## config.mk

```make
export PLATFORM = sky130hd
export DESIGN_NAME = byte_repack_top
export DESIGN_NICKNAME = d
export VERILOG_FILES = /design/src/rtl/byte_repack_pkg.sv /design/src/rtl/byte_repack_top.sv /design/src/rtl/fifo_read_stage.sv /design/src/rtl/fifo_sync_asym.sv /design/src/rtl/ram_2p_banked.sv /design/src/rtl/ram_asym_narrow_write.sv /design/src/rtl/ram_asym_wide_write.sv
export SDC_FILE = /design/constraint.sdc
export NUM_CORES = 1
export LEC_CHECK = 0
export BUFFER_PORTS_ARGS = -buffer_cell sky130_fd_sc_hd__buf_2
export CAP_MARGIN = 20
export CORE_MARGIN = 5
export CORE_UTILIZATION = 40
export DETAILED_ROUTE_END_ITERATION = 10
export PLACE_DENSITY = 0.55
export SLEW_MARGIN = 0
export SYNTH_ARGS = -nofsm -noshare
export SYNTH_HDL_FRONTEND = slang
export SYNTH_SLANG_ARGS = --single-unit
export TNS_END_PERCENT = 50
```

## constraint.sdc

```tcl
create_clock -name clk_i -period 4.2 [get_ports clk_i]
set_input_delay 0.21 -clock clk_i [delete_from_list [all_inputs] [get_ports clk_i]]
set_output_delay 0.21 -clock clk_i [all_outputs]
set_load 0.03 [all_outputs]
```

## src/rtl/byte_repack_pkg.sv

```systemverilog
package byte_repack_pkg;

  // stream and memory widths
  localparam int BYTE_W  = 8;
  localparam int WORD_W  = 32;
  localparam int LANES   = WORD_W / BYTE_W;

  // 64 bytes per FIFO, held as 16 words across 4 byte banks
  localparam int FIFO_ADDR_W = 6;
  localparam int MEM_ADDR_W  = 4;
  localparam int FIFO_SIZE   = 64;

  // level counts bytes and must reach FIFO_SIZE itself
  localparam int LEVEL_W = 7;

  // write request toward the banked RAM
  typedef struct packed {
    logic [LANES-1:0]      en;
    logic [MEM_ADDR_W-1:0] addr;
    logic [WORD_W-1:0]     data;
  } mem_wr_req_t;

  // read request, data returns one cycle later
  typedef struct packed {
    logic [LANES-1:0]      en;
    logic [MEM_ADDR_W-1:0] addr;
  } mem_rd_req_t;

endpackage

```

## src/rtl/byte_repack_top.sv

```systemverilog
`timescale 1ns/100ps

module byte_repack_top (
  input  logic                                clk_i,
  input  logic                                rst_i,
  // byte stream in
  input  logic [byte_repack_pkg::BYTE_W-1:0]  in_data_i,
  input  logic                                in_valid_i,
  output logic                                in_ready_o,
  // byte stream out
  output logic [byte_repack_pkg::BYTE_W-1:0]  out_data_o,
  output logic                                out_valid_o,
  input  logic                                out_ready_i
);
  import byte_repack_pkg::*;

  // packing side
  logic              pack_full;
  logic              pack_empty;
  logic              pack_rd_en;
  logic [WORD_W-1:0] pack_rd_data;
  mem_wr_req_t       pack_mem_w;
  mem_rd_req_t       pack_mem_r;
  logic [WORD_W-1:0] pack_mem_rd_data;
  logic [WORD_W-1:0] pack_word;
  logic              pack_word_valid;

  // unpacking side
  logic              unpack_full;
  logic              unpack_empty;
  logic              unpack_rd_en;
  logic [BYTE_W-1:0] unpack_rd_data;
  mem_wr_req_t       unpack_mem_w;
  mem_rd_req_t       unpack_mem_r;
  logic [WORD_W-1:0] unpack_mem_rd_data;

  assign in_ready_o = ~pack_full;

  fifo_sync_asym #(
    .W_DATA_W (BYTE_W),
    .R_DATA_W (WORD_W)
  ) pack_fifo (
    .clk_i            (clk_i),
    .rst_i            (rst_i),
    .w_en_i           (in_valid_i),
    .w_data_i         (in_data_i),
    .w_full_o         (pack_full),
    .r_en_i           (pack_rd_en),
    .r_data_o         (pack_rd_data),
    .r_empty_o        (pack_empty),
    .ext_mem_w_o      (pack_mem_w),
    .ext_mem_r_o      (pack_mem_r),
    .ext_mem_r_data_i (pack_mem_rd_data),
    .level_o          ()
  );

  ram_2p_banked pack_ram (
    .clk_i    (clk_i),
    .w_req_i  (pack_mem_w),
    .r_req_i  (pack_mem_r),
    .r_data_o (pack_mem_rd_data)
  );

  // words move across only while the unpacking FIFO has room
  fifo_read_stage #(
    .DATA_W (WORD_W)
  ) pack_stage (
    .clk_i    (clk_i),
    .rst_i    (rst_i),
    .empty_i  (pack_empty),
    .r_en_o   (pack_rd_en),
    .r_data_i (pack_rd_data),
    .data_o   (pack_word),
    .valid_o  (pack_word_valid),
    .ready_i  (~unpack_full)
  );

  fifo_sync_asym #(
    .W_DATA_W (WORD_W),
    .R_DATA_W (BYTE_W)
  ) unpack_fifo (
    .clk_i            (clk_i),
    .rst_i            (rst_i),
    .w_en_i           (pack_word_valid),
    .w_data_i         (pack_word),
    .w_full_o         (unpack_full),
    .r_en_i           (unpack_rd_en),
    .r_data_o         (unpack_rd_data),
    .r_empty_o        (unpack_empty),
    .ext_mem_w_o      (unpack_mem_w),
    .ext_mem_r_o      (unpack_mem_r),
    .ext_mem_r_data_i (unpack_mem_rd_data),
    .level_o          ()
  );

  ram_2p_banked unpack_ram (
    .clk_i    (clk_i),
    .w_req_i  (unpack_mem_w),
    .r_req_i  (unpack_mem_r),
    .r_data_o (unpack_mem_rd_data)
  );

  fifo_read_stage #(
    .DATA_W (BYTE_W)
  ) unpack_stage (
    .clk_i    (clk_i),
    .rst_i    (rst_i),
    .empty_i  (unpack_empty),
    .r_en_o   (unpack_rd_en),
    .r_data_i (unpack_rd_data),
    .data_o   (out_data_o),
    .valid_o  (out_valid_o),
    .ready_i  (out_ready_i)
  );

endmodule

```

## src/rtl/fifo_read_stage.sv

```systemverilog
`timescale 1ns/100ps

module fifo_read_stage #(
  parameter int DATA_W = 8
) (
  input  logic              clk_i,
  input  logic              rst_i,
  // FIFO read side
  input  logic              empty_i,
  output logic              r_en_o,
  input  logic [DATA_W-1:0] r_data_i,
  // stream out
  output logic [DATA_W-1:0] data_o,
  output logic              valid_o,
  input  logic              ready_i
);

  logic              inflight_q;
  logic [1:0]        count_q;
  logic              wr_ptr_q;
  logic              rd_ptr_q;
  logic [DATA_W-1:0] buf_q [2];
  logic              push;
  logic              pop;

  // only read when a slot is sure to be free on return
  assign r_en_o = ~empty_i & (({1'b0, count_q} + {2'b00, inflight_q}) < 3'd2);

  // FIFO data shows up one cycle after the read
  assign push = inflight_q;
  assign pop  = valid_o & ready_i;

  always_ff @(posedge clk_i) begin
    if (rst_i) begin
      inflight_q <= 1'b0;
      count_q    <= '0;
      wr_ptr_q   <= 1'b0;
      rd_ptr_q   <= 1'b0;
    end else begin
      inflight_q <= r_en_o;
      count_q    <= count_q + {1'b0, push} - {1'b0, pop};
      if (push) begin
        wr_ptr_q <= ~wr_ptr_q;
      end
      if (pop) begin
        rd_ptr_q <= ~rd_ptr_q;
      end
    end
  end

  always_ff @(posedge clk_i) begin
    if (push) begin
      buf_q[wr_ptr_q] <= r_data_i;
    end
  end

  assign valid_o = (count_q != 2'd0);
  assign data_o  = buf_q[rd_ptr_q];

  occupancy_a: assert property (@(posedge clk_i) disable iff (rst_i)
    ({1'b0, count_q} + {2'b00, inflight_q}) <= 3'd2);

  // held output under back-pressure
  hold_a: assert property (@(posedge clk_i) disable iff (rst_i)
    valid_o && !ready_i |=> valid_o && $stable(data_o));

endmodule

```

## src/rtl/fifo_sync_asym.sv

```systemverilog
`timescale 1ns/100ps

module fifo_sync_asym #(
  parameter int W_DATA_W = 8,
  parameter int R_DATA_W = 32
) (
  input  logic                                  clk_i,
  input  logic                                  rst_i,
  // write port
  input  logic                                  w_en_i,
  input  logic [W_DATA_W-1:0]                   w_data_i,
  output logic                                  w_full_o,
  // read port
  input  logic                                  r_en_i,
  output logic [R_DATA_W-1:0]                   r_data_o,
  output logic                                  r_empty_o,
  // external memory
  output byte_repack_pkg::mem_wr_req_t          ext_mem_w_o,
  output byte_repack_pkg::mem_rd_req_t          ext_mem_r_o,
  input  logic [byte_repack_pkg::WORD_W-1:0]    ext_mem_r_data_i,
  // fill level in bytes
  output logic [byte_repack_pkg::LEVEL_W-1:0]   level_o
);
  import byte_repack_pkg::*;

  // bytes per access and address width on each side
  localparam int W_INCR   = W_DATA_W / BYTE_W;
  localparam int R_INCR   = R_DATA_W / BYTE_W;
  localparam int W_ADDR_W = (W_DATA_W > R_DATA_W) ? MEM_ADDR_W : FIFO_ADDR_W;
  localparam int R_ADDR_W = (R_DATA_W > W_DATA_W) ? MEM_ADDR_W : FIFO_ADDR_W;

  logic                w_acc;
  logic                r_acc;
  logic [W_ADDR_W-1:0] w_addr_q;
  logic [R_ADDR_W-1:0] r_addr_q;
  logic [LEVEL_W-1:0]  level_q;
  logic [LEVEL_W-1:0]  level_nxt;

  // accepted accesses only
  assign w_acc = w_en_i & ~w_full_o;
  assign r_acc = r_en_i & ~r_empty_o;

  always_comb begin
    level_nxt = level_q;
    if (w_acc) begin
      level_nxt = level_nxt + LEVEL_W'(W_INCR);
    end
    if (r_acc) begin
      level_nxt = level_nxt - LEVEL_W'(R_INCR);
    end
  end

  // addresses count in units of their own side and wrap
  always_ff @(posedge clk_i) begin
    if (rst_i) begin
      w_addr_q <= '0;
      r_addr_q <= '0;
    end else begin
      if (w_acc) begin
        w_addr_q <= w_addr_q + 1'b1;
      end
      if (r_acc) begin
        r_addr_q <= r_addr_q + 1'b1;
      end
    end
  end

  // flags come from the next level so they track level_o exactly
  always_ff @(posedge clk_i) begin
    if (rst_i) begin
      level_q   <= '0;
      r_empty_o <= 1'b1;
      w_full_o  <= 1'b0;
    end else begin
      level_q   <= level_nxt;
      r_empty_o <= (level_nxt < LEVEL_W'(R_INCR));
      w_full_o  <= (level_nxt > LEVEL_W'(FIFO_SIZE - W_INCR));
    end
  end

  assign level_o = level_q;

  if (W_DATA_W > R_DATA_W) begin : g_wide_write
    ram_asym_wide_write u_adapter (
      .clk_i            (clk_i),
      .rst_i            (rst_i),
      .w_en_i           (w_acc),
      .w_addr_i         (w_addr_q),
      .w_data_i         (w_data_i),
      .r_en_i           (r_acc),
      .r_addr_i         (r_addr_q),
      .r_data_o         (r_data_o),
      .ext_mem_w_o      (ext_mem_w_o),
      .ext_mem_r_o      (ext_mem_r_o),
      .ext_mem_r_data_i (ext_mem_r_data_i)
    );
  end else begin : g_narrow_write
    ram_asym_narrow_write u_adapter (
      .w_en_i           (w_acc),
      .w_addr_i         (w_addr_q),
      .w_data_i         (w_data_i),
      .r_en_i           (r_acc),
      .r_addr_i         (r_addr_q),
      .r_data_o         (r_data_o),
      .ext_mem_w_o      (ext_mem_w_o),
      .ext_mem_r_o      (ext_mem_r_o),
      .ext_mem_r_data_i (ext_mem_r_data_i)
    );
  end

  level_bound_a: assert property (@(posedge clk_i) disable iff (rst_i)
    level_q <= LEVEL_W'(FIFO_SIZE));

  // reader never asks while empty
  read_has_data_a: assert property (@(posedge clk_i) disable iff (rst_i)
    r_en_i |-> !r_empty_o);

endmodule

```

## src/rtl/ram_2p_banked.sv

```systemverilog
`timescale 1ns/100ps

module ram_2p_banked (
  input  logic                                clk_i,
  input  byte_repack_pkg::mem_wr_req_t        w_req_i,
  input  byte_repack_pkg::mem_rd_req_t        r_req_i,
  output logic [byte_repack_pkg::WORD_W-1:0]  r_data_o
);
  import byte_repack_pkg::*;

  // one byte-wide bank per lane
  for (genvar g = 0; g < LANES; g++) begin : g_bank
    logic [BYTE_W-1:0] mem [2**MEM_ADDR_W];
    logic [BYTE_W-1:0] rd_q;

    always_ff @(posedge clk_i) begin
      if (w_req_i.en[g]) begin
        mem[w_req_i.addr] <= w_req_i.data[g*BYTE_W +: BYTE_W];
      end
    end

    // registered read, old data on a same-address collision
    always_ff @(posedge clk_i) begin
      if (r_req_i.en[g]) begin
        rd_q <= mem[r_req_i.addr];
      end
    end

    assign r_data_o[g*BYTE_W +: BYTE_W] = rd_q;
  end

endmodule

```

## src/rtl/ram_asym_narrow_write.sv

```systemverilog
`timescale 1ns/100ps

module ram_asym_narrow_write (
  // byte write
  input  logic                                      w_en_i,
  input  logic [byte_repack_pkg::FIFO_ADDR_W-1:0]   w_addr_i,
  input  logic [byte_repack_pkg::BYTE_W-1:0]        w_data_i,
  // word read
  input  logic                                      r_en_i,
  input  logic [byte_repack_pkg::MEM_ADDR_W-1:0]    r_addr_i,
  output logic [byte_repack_pkg::WORD_W-1:0]        r_data_o,
  // banked RAM side
  output byte_repack_pkg::mem_wr_req_t              ext_mem_w_o,
  output byte_repack_pkg::mem_rd_req_t              ext_mem_r_o,
  input  logic [byte_repack_pkg::WORD_W-1:0]        ext_mem_r_data_i
);
  import byte_repack_pkg::*;

  logic [FIFO_ADDR_W-MEM_ADDR_W-1:0] w_lane;

  // byte k lands in bank k mod 4, word k/4
  assign w_lane = w_addr_i[FIFO_ADDR_W-MEM_ADDR_W-1:0];

  always_comb begin
    ext_mem_w_o.en = '0;
    if (w_en_i) begin
      ext_mem_w_o.en = LANES'(1) << w_lane;
    end
    ext_mem_w_o.addr = w_addr_i[FIFO_ADDR_W-1:FIFO_ADDR_W-MEM_ADDR_W];
    // every lane sees the byte, only the enabled bank takes it
    ext_mem_w_o.data = {LANES{w_data_i}};
  end

  always_comb begin
    ext_mem_r_o.en   = {LANES{r_en_i}};
    ext_mem_r_o.addr = r_addr_i;
  end

  // whole word, already little-endian across the banks
  assign r_data_o = ext_mem_r_data_i;

endmodule

```

## src/rtl/ram_asym_wide_write.sv

```systemverilog
`timescale 1ns/100ps

module ram_asym_wide_write (
  input  logic                                      clk_i,
  input  logic                                      rst_i,
  // word write
  input  logic                                      w_en_i,
  input  logic [byte_repack_pkg::MEM_ADDR_W-1:0]    w_addr_i,
  input  logic [byte_repack_pkg::WORD_W-1:0]        w_data_i,
  // byte read
  input  logic                                      r_en_i,
  input  logic [byte_repack_pkg::FIFO_ADDR_W-1:0]   r_addr_i,
  output logic [byte_repack_pkg::BYTE_W-1:0]        r_data_o,
  // banked RAM side
  output byte_repack_pkg::mem_wr_req_t              ext_mem_w_o,
  output byte_repack_pkg::mem_rd_req_t              ext_mem_r_o,
  input  logic [byte_repack_pkg::WORD_W-1:0]        ext_mem_r_data_i
);
  import byte_repack_pkg::*;

  // lane of the byte being read, lined up with the RAM latency
  logic [FIFO_ADDR_W-MEM_ADDR_W-1:0] lane_q;

  // a word fills every bank at one address
  always_comb begin
    ext_mem_w_o.en   = {LANES{w_en_i}};
    ext_mem_w_o.addr = w_addr_i;
    ext_mem_w_o.data = w_data_i;
  end

  always_comb begin
    ext_mem_r_o.en   = {LANES{r_en_i}};
    ext_mem_r_o.addr = r_addr_i[FIFO_ADDR_W-1:FIFO_ADDR_W-MEM_ADDR_W];
  end

  always_ff @(posedge clk_i) begin
    if (rst_i) begin
      lane_q <= '0;
    end else if (r_en_i) begin
      lane_q <= r_addr_i[FIFO_ADDR_W-MEM_ADDR_W-1:0];
    end
  end

  // bank 0 is the low byte
  assign r_data_o = ext_mem_r_data_i[lane_q*BYTE_W +: BYTE_W];

endmodule

```

== Word-level counts from Yosys, hierarchy flattened ==
Memory sizes are Yosys's and may differ from the RTL's. A register that Yosys moved wholly into a read port is not among the register bits.
Cells that the tools add are included.

* Bits of input ports: 12
* Bits in writable memories: 1,104
* Memories: 10
* Output and inout port bits: 10
* Bits in registers: 50

* Order comparisons: 6
* Shift operators: 2
* Mux-type cells: 23
* Bitwise gates (word level): 15
* Reduce and logical (&&, ||, !) cells: 2
* Add/subtract/negate cells: 14

{| class="wikitable"
|+ Memories
! memory !! depth !! width !! rd ports !! clocked after Yosys merged registers in !! wr ports !! line !! source
|-
| pack_ram.g_bank[0].mem || 16 || 8 || 1 || 1 || 1 || ram_2p_banked.sv:13 || <nowiki>logic [BYTE_W-1:0] mem [2**MEM_ADDR_W];</nowiki>
|-
| pack_ram.g_bank[1].mem || 16 || 8 || 1 || 1 || 1 || ram_2p_banked.sv:13 ||
|-
| pack_ram.g_bank[2].mem || 16 || 8 || 1 || 1 || 1 || ram_2p_banked.sv:13 ||
|-
| pack_ram.g_bank[3].mem || 16 || 8 || 1 || 1 || 1 || ram_2p_banked.sv:13 ||
|-
| unpack_ram.g_bank[0].mem || 16 || 8 || 1 || 1 || 1 || ram_2p_banked.sv:13 ||
|-
| unpack_ram.g_bank[1].mem || 16 || 8 || 1 || 1 || 1 || ram_2p_banked.sv:13 ||
|-
| +4 memories || -- || -- || -- || -- || -- || -- ||
|}

{| class="wikitable"
|+ Operators with widths
! cell !! number
|-
| $shiftx A32 B6 Y8 || 1
|-
| $mux W7 || 4
|-
| $mux W1 || 18
|-
| $gt A7 B6 Y1 const B || 2
|-
| $add A6 B1 Y6 const B || 2
|-
| $add A4 B1 Y4 const B || 2
|-
| $not A1 Y1 || 8
|-
| $add A7 B1 Y7 const B || 1
|-
| $add A7 B3 Y7 const B || 1
|-
| $and A1 B1 Y1 || 7
|-
| $lt A7 B1 Y1 const B || 1
|-
| $lt A7 B3 Y1 const B || 1
|-
| $sub A7 B1 Y7 const B || 1
|-
| $sub A7 B3 Y7 const B || 1
|-
| $add A2 B1 Y3 || 2
|-
| $lt A3 B2 Y1 const B || 2
|-
| $add A2 B1 Y2 || 2
|-
| $mux W4 || 1
|-
| $reduce_bool A2 Y1 || 2
|-
| $shl A1 B2 Y4 const A || 1
|-
| $sub A2 B1 Y2 || 2
|}

== Depth between registers and ports, before layout ==
Gate-level depths: netlist of run 1.

* Word-level depth: 6
* Depth in mapped cells: 9
* Depth with buffers taken out: 8

== By module ==
A second synthesis of run 1 with hierarchy kept.

* Cells, all modules: 2,358
* Area total of the unflattened synthesis: 47,900.9 um2

{| class="wikitable"
|+ By module, submodules not included
! module !! instances !! cells each !! area an instance (um2)
|-
| ram_2p_banked || 2 || 905 || 20,564.7
|-
| fifo_read_stage (pack_stage) || 1 || 125 || 2,627.5
|-
| fifo_sync_asym (unpack_fifo) || 1 || 124 || 1,106.1
|-
| fifo_sync_asym (pack_fifo) || 1 || 103 || 939.7
|-
| fifo_read_stage (unpack_stage) || 1 || 50 || 858.3
|-
| ram_asym_wide_write || 1 || 64 || 624.3
|-
| ram_asym_narrow_write || 1 || 80 || 608.1
|-
| byte_repack_top || 1 || 2 || 7.5
|}

== Worst setup path after synthesis of run 1 ==
Ideal clock, no wire load.

* Kind: register to register
* Start point: register pack_stage.count_q[1]
* End point: memory unpack_ram.g_bank[0].mem[3][0], enable pin
* Data required time: 3,739 ps
* Stages on the path, launching flop included: 6
* Slack: 526 ps
* Data arrival time: 3,213 ps
* Cells stage by stage: dfxtp_1 > o21ba_1 > buf_2 > buf_2 > nand2_1 > nor3_1

* Word-level cells in the longest chain between the ends: 4

{| class="wikitable"
|+ Ends and longest elaborated chain
! element !! line !! source
|-
| start: declaration || fifo_read_stage.sv:19 || <nowiki>logic [1:0] count_q;</nowiki>
|-
| start signal: assignment || fifo_read_stage.sv:41 || <nowiki>count_q <= count_q + {1'b0, push} - {1'b0, pop};</nowiki>
|-
| $reduce_bool A2 Y1 || fifo_read_stage.sv:57 || <nowiki>assign valid_o = (count_q != 2'd0);</nowiki>
|-
| $and A1 B1 Y1 || -- ||
|-
| via pack_stage.pop || fifo_read_stage.sv:24 || <nowiki>logic pop;</nowiki>
|-
| $mux W1 || ram_2p_banked.sv:17 || <nowiki>if (w_req_i.en[g]) begin</nowiki>
|-
| $mux W1 (not written as such) || ram_2p_banked.sv:18 || <nowiki>mem[w_req_i.addr] <= w_req_i.data[g*BYTE_W +: BYTE_W];</nowiki>
|-
| end: declaration || ram_2p_banked.sv:13 ||
|}

The timed path passes the listed nets, and every way through them passes these cells.

== Worst setup path in the final report of run 1 ==
* Start point: register pack_stage.count_q[1]
* End point: memory unpack_ram.g_bank[3].mem[11][1], enable pin

* Word-level cells in the longest chain between the ends: 4

{| class="wikitable"
|+ Ends and longest elaborated chain
! element !! line !! source
|-
| $reduce_bool A2 Y1 || fifo_read_stage.sv:57 ||
|-
| $and A1 B1 Y1 || fifo_sync_asym.sv:40 || <nowiki>assign w_acc = w_en_i & ~w_full_o;</nowiki>
|-
| $mux W1 || ram_2p_banked.sv:17 ||
|-
| $mux W1 (not written as such) || ram_2p_banked.sv:18 ||
|-
| end: declaration || ram_2p_banked.sv:13 ||
|}

No other way between the ends.

==> impl_metrics.json, run 1 <==
{
  "status": "finished, final reports clean",
  "core_um2": 115000,
  "grt_usage_pct": 15.3,
  "drt_iter0_markers": 1574,
  "startpoint_type": "flip-flop",
  "first_pass_iters": 5,
  "rsz0062_at_grt": "false",
  "period_needed_ps": 2910,
  "p_per_area_nw_per_um2": 598,
  "yosys.area.top_type": "edfxtp_1",
  "postRouteAntennaNets": 0,
  "synthFlopType": "edfxtp_1",
  "grt_antenna_before_repair": 1,
  "cts_buffers": 120,
  "pre_cts_ws_ps": 1270,
  "rows": 124,
  "crit_arrival_ps": 3280,
  "synth_top_cell_area_share_pct": 75.8,
  "fmax_mhz": 344,
  "syn_to_final_growth_pct": 13.2,
  "critPathTopFamily": "simple AND/OR/NAND/NOR gates",
  "die-area_um2": 123000,
  "cp.required_ps": 4570,
  "overflow": 0,
  "cts_tree": "done",
  "vdd_ir_drop_max_mv": 0.390,
  "hold_slack_ps": 27.1,
  "path_buf_inv": 1,
  "hp-class": "in2reg",
  "die_h_um": 350,
  "slew_violations": 0,
  "io_pins": 22,
  "cts_resized": 0,
  "htree_levels": 3,
  "vias_per_cell": 5.33,
  "grt_max_degree": 73,
  "wire_per_inst_um": 25.2,
  "dp_hpwl_mm": 56.1,
  "critical_path.endpoint_type": "flip-flop",
  "cp_max_fo": 25,
  "cts-root-buf": "clkbuf_16",
  "power.leakage_nw": 15.8,
  "yosysWarnings": 0,
  "skew_ps": 25.6,
  "final-seq-area_um2": 36100,
  "clock_latency_ps": 690,
  "slowest_stage": "nor2_4",
  "maxCapViolCount": 0,
  "synth_area_per_cell_um2": 23.1,
  "synth_top_cells_by_count": "edfxtp_1 (1168), mux4_2 (328), nor2_1 (119)",
  "drive_above_1_share_pct": 27.4,
  "fillers": 9426,
  "grt_pass1_vias": 20726,
  "synth_cell_types": 42,
  "setup_viol": 0,
  "clk_pin_slew_ps": 60,
  "cts.path.max_buffers": 3,
  "synth.most_common_cell": "edfxtp_1",
  "vias": 19758,
  "ys_seq_area_share_pct": 78.1,
  "worst_pin_slew_ps": 1100,
  "synthTopCellsByArea": "edfxtp_1 (76%), mux4_2 (16%), dfxtp_1 (2.2%)",
  "grt_pass1_wl_mm": 139,
  "final_hold_viol_count": 0,
  "gp_congestion": 0.733,
  "synth_edf_count": 1168,
  "cpPeakStageDelay_ps": 870,
  "async_reset_ff_share_pct": 0,
  "nNetsFinal": 2121,
  "setup_ws_ps": 1290,
  "synth_nets": 2030,
  "period_share_pct": 69.3,
  "synth_cells": 2000,
  "clkSinkCount": 1220,
  "finalSetupTns_ps": 0,
  "syn-cell-area_um2": 46300,
  "multiInputGateArea_um2": 9670,
  "start_util_pct": 40.4,
  "io_buffer_count": 21,
  "final_area_um2": 52400,
  "slew_headroom_pct": 26.3,
  "ys_seq_elements": 1220,
  "path_cells": "o21ba_1 -> nand2_1 -> nor2_4 -> buf_4",
  "postPlaceCellArea_um2": 48300,
  "drc_errors": 0,
  "wirelength_mm": 93.6,
  "crit_type": "reg2reg",
  "chipWidth_um": 350
}
[registers in the layout (all words and copies together), names as in the netlist, 2 cells and up, named ones only]
signal                                     flops
unpack_stage.count_q                           2
pack_stage.buf_q                              64
pack_ram.g_bank.rd_q                          32
pack_fifo.level_o                              7
pack_fifo.w_addr_q                             6
pack_ram.g_bank.mem                          512
pack_stage.count_q                             2
unpack_stage.buf_q                            16
unpack_fifo.r_addr_q                           6
pack_fifo.r_addr_q                             4
unpack_fifo.w_addr_q                           4
unpack_fifo.level_o                            7
unpack_ram.g_bank.mem                        512
unpack_fifo.g_wide_write.u_adapter.lane_q      2
unpack_ram.g_bank.rd_q                        32
[routing by layer]
| layer | part of all wire (%) | vias up | global-route usage [%] |
|---|---|---|---|
| li1 | - | 8546 | - |
| met1 | 44 | 10628 | 21.5 |
| met2 | 50 | 460 | 25.4 |
| met3 | 4.9 | 124 | 2.79 |
| met4 | 1.9 | 0 | 3.50 |
| met5 | 0 | - | 0 |
[kinds of logic after synthesis]
kind of cell | synth area share [%]
flops | 78.1
xor+xnor | 0.809
simple gates | 2.00
mux | 17.1
buf+inv | 1.31
compound gates | 0.276
fa+ha+maj | 0.487
[final cells by class]
cell class / instances / area share, %
clock buffer: 178 / 6.65
sequential: 1220 / 69.0
antenna: 1 / 0.00478
multi-input combinational: 665 / 18.5
clock inverter: 48 / 0.727
timing repair buffer: 70 / 1.43
tap: 1512 / 3.61
inverter: 14 / 0.100
[repair_timing]
item | CTS | global route
buffers inserted | 0 | 0
hold buffers | 1 | 1
hold endpoints to repair | 17 | 12
[power by group]
part | switching (W) | internal [W]
clock | 0.00435 | 0.00607
sequential | 0.000666 | 0.0153
combinational | 0.00290 | 0.00201
total | 0.00792 | 0.0234
[through the flow]
| step | std cells | total power, W | util, % |
|---|---|---|---|
| floorplan | 2000 | 0.0193 | - |
| global placement | 3464 | 0.0210 | 42.0 |
| detailed placement | 3469 | 0.0212 | 42.1 |
| CTS | 3696 | 0.0316 | 45.5 |
| global route | 3708 | 0.0325 | 45.7 |
| finish | 3708 | 0.0313 | 45.7 |
[final timing paths]
path,from,endpoint,slack (ps),depth (start not counted)
setup / recovery,pack_stage.count_q[1],unpack_ram.g_bank[3].mem[11][1],1290,4
hold / removal,in_data_i[6],pack_ram.g_bank[0].mem[14][6],30,1
setup reg to reg,pack_stage.count_q[1],unpack_ram.g_bank[3].mem[11][1],1290,4
hold reg to reg,pack_ram.g_bank[3].rd_q[3],pack_stage.buf_q[1][27],450,0
[cells in the final DEF (no fill, tap or decap), types with 21 or more instances in the layout]
cell	instances
dfxtp_1	45
clkbuf_16	126
clkbuf_1	38
buf_2	21
buf_4	25
edfxtp_1	1168
xor2_1	22
clkinv_1	23
mux2_1	30
nor2_1	106
nand2_1	41
buf_12	21
mux4_2	328
(Power assumes the default switching activity.)
==> inputs of run 2 (changes only) <==
--- a/config.mk
+++ b/config.mk
@@ -5,6 +5,7 @@
 export SDC_FILE = /design/constraint.sdc
 export NUM_CORES = 1
 export LEC_CHECK = 0
+export ABC_AREA = 1
 export BUFFER_PORTS_ARGS = -buffer_cell sky130_fd_sc_hd__buf_2
 export CAP_MARGIN = 20
 export CORE_MARGIN = 5
==> constraint.sdc (replaced) <==
create_clock -name clk_i -period 3.02 [get_ports clk_i]
set_input_delay 0.151 -clock clk_i [delete_from_list [all_inputs] [get_ports clk_i]]
set_output_delay 0.151 -clock clk_i [all_outputs]
set_load 0.03 [all_outputs]
==> impl_metrics.json, run 2 <==
{
  "clkSinkCount": 1220,
  "critical_path.endpoint_type": "flip-flop",
  "dpl.cell_count": 4890,
  "synthFlopType": "edfxtp_1",
  "slowest_stage": "nor2_1",
  "chipWidth_um": 354,
  "core_um2": 118000,
  "top_regs": "pack_ram.g_bank.mem: 512 flops, unpack_ram.g_bank.mem: 512 flops, pack_stage.buf_q: 64 flops",
  "io_buffer_count": 21,
  "clock_latency_ps": 680,
  "synthAdderAreaFrac_pct": 0.475,
  "synth-compound-area-share_pct": 11.7,
  "grt_usage_pct": 18.5,
  "async_reset_ff_share_pct": 0,
  "synth_nets": 3466,
  "final_cell_mix": "edfxtp_1 (1168), nor2_1 (631), o21ai_0 (506)",
  "die-area_um2": 126000,
  "power_frac_seq_pct": 47.6,
  "sw_frac_of_total_pct": 30.6,
  "slew_headroom_pct": 32.0,
  "layout_commonest_cell": "edfxtp_1",
  "synthTopCellsByArea": "edfxtp_1 (74%), o21ai_0 (5.3%), nor2_1 (5.1%)",
  "grt_pass1_vias": 27241,
  "ctsHoldBuffers": 5,
  "period_needed_ps": 2250,
  "final_cells": 5123,
  "synth_cells": 3436,
  "switchingPower_w": 0.0143,
  "p_per_area_nw_per_um2": 867,
  "path_buf_inv": 3,
  "grt_max_degree": 162,
  "startpoint_type": "flip-flop",
  "skew_ps": 18.4,
  "fmax_mhz": 443,
  "crit_type": "reg2reg",
  "cp.required_ps": 3330,
  "synth.most_common_cell": "edfxtp_1",
  "nNetsFinal": 3511,
  "synth_cell_types": 42,
  "yosys.area_share.simple_pct": 8.00,
  "die_h_um": 354,
  "slew_violations": 0,
  "clkPwrFrac_pct": 31.3,
  "drive_above_1_share_pct": 11.3,
  "synthXorXnorAreaFrac_pct": 0.0369,
  "gp_congestion": 0.772,
  "setup_viol": 0,
  "crit_arrival_ps": 2560,
  "ys_seq_elements": 1220,
  "cts-root-buf": "clkbuf_16",
  "clk_pin_slew_ps": 60,
  "grt_pass1_wl_mm": 178,
  "cpPeakStageDelay_ps": 730,
  "rows": 126,
  "hp-class": "in2reg",
  "vdd_ir_drop_max_mv": 0.779,
  "num_antenna_cells": 0,
  "power_frac_comb_pct": 21.1,
  "synth_edf_count": 1168,
  "grt_antenna_before_repair": 1,
  "final_hold_viol_count": 0,
  "io_pins": 22,
  "overflow": 0,
  "start_util_pct": 40.2,
  "synth_top_family_by_area": "compound AO/OA/AOI/OAI gates",
  "dp_hpwl_mm": 67.1,
  "syn-cell-area_um2": 47400,
  "syn_to_final_growth_pct": 13.4,
  "wire_per_inst_um": 23.2,
  "htree_levels": 3,
  "cp_common_cell": "nand2_1",
  "drc_errors": 0,
  "cts_setup_buffers": 0,
  "finalSetupTns_ps": 0,
  "vias_per_cell": 5.53,
  "yosys.area.top_type": "edfxtp_1",
  "postRouteAntennaNets": 0,
  "cts_resized": 0,
  "critPathTopFamily": "simple AND/OR/NAND/NOR gates",
  "total_power_w": 0.0467,
  "vias": 28305,
  "rsz0062_at_grt": "false",
  "power.leakage_nw": 17.3,
  "status": "finished, final reports clean",
  "maxCapViolCount": 0,
  "synth_top_cells_by_count": "edfxtp_1 (1168), nor2_1 (648), o21ai_0 (506)",
  "cts_buffers": 120,
  "synth_top_cell_area_share_pct": 73.9,
  "yosysWarnings": 0,
  "worst_pin_slew_ps": 1020,
  "p_int_w": 0.0324,
  "cts_tree": "done",
  "synth_area_per_cell_um2": 13.8,
  "wirelength_mm": 119,
  "cts.path.max_buffers": 3,
  "drt_iter0_markers": 2667,
  "first_pass_iters": 5,
  "path_cells": "inv_2 -> nand2_1 -> inv_1 -> nand2_1 -> buf_4 -> nor2_1",
  "cp_max_fo": 16,
  "period_share_pct": 74.7,
  "synthMuxAreaShare_pct": 0.949,
  "ys_seq_area_share_pct": 76.1
}
## run 2: changes by cell type after synthesis, moves of 49 or more
cell,previous run,this run
o221ai_1,0,190
buf_2,13,62
nand2_1,41,167
o22ai_1,1,74
clkbuf_1,50,144
o211ai_1,0,66
nor2_1,119,648
mux4_2,328,0
o21ai_0,2,506
nand3_1,9,84
## run 2: power groups by stage
stage                     registers [W]  clock network (W)  logic (W)
after CTS                        0.0222             0.0149    0.00995
final                            0.0222             0.0146    0.00986
after global placement           0.0225                  0    0.00987
after detailed placement         0.0226                  0    0.00991
after global routing             0.0223             0.0156     0.0109
after floorplan                  0.0221                  0    0.00625
## run 2: through the flow
step | setup slack (ps) | utilization [%] | instance area [um2] | hold WS (ps)
after detailed placement | 720 | 42.3 | 49900 | 430
final | 765 | 45.6 | 53800 | 72.5
after global placement | 751 | 42.3 | 49900 | 424
after floorplan | 337 | - | 47400 | 232
after global routing | 577 | 45.6 | 53800 | 83.4
after CTS | 722 | 45.6 | 53800 | 71.1
## run 2: final cells by class
cell class,instances,area (um2)
clock buffer,160,3290
clock inverter,68,562
fill,10492,64100
inverter,69,278
multi-input combinational,1918,10200
sequential,1220,36100
tap,1536,1920
timing repair buffer,152,1410
## run 2: worst register-to-register path, cell delays in order, from the launching register on
cell     delay, ps
dfxtp_1        300
inv_2           80
nand2_1        130
inv_1          300
nand2_1        110
buf_4          210
nor2_1         730
## run 2: final timing paths
path / start / endpoint / slack, ps / cells past startpoint
worst max-delay path: pack_fifo.w_full_o / pack_ram.g_bank[2].mem[14][5] / 770 / 6
worst min-delay path: in_data_i[5] / pack_ram.g_bank[0].mem[0][5] / 70 / 1
worst max register to register: pack_fifo.w_full_o / pack_ram.g_bank[2].mem[14][5] / 770 / 6
worst min register to register: pack_stage.rd_ptr_q / flip-flop / 440 / 1
## run 2: cell families (layout without fill, tap and decap cells)
family                     after synthesis  after routing
muxes                                   40             40
and+or+nand+nor                        944            944
AOI/OAI and AO/OA                      914            914
adders and majority gates               18             18
xor gates and xnor gates                 2              2
DFF                                   1220           1220
buffers and inverters                  298            449
## run 2: routing by layer
metal	GRT usage, %	up-vias	routed length [um]
met5	0	-	0
met4	4.50	0	2520
met3	2.09	174	6280
met2	30.5	846	56500
met1	26.6	14212	53400
li1	-	13073	-
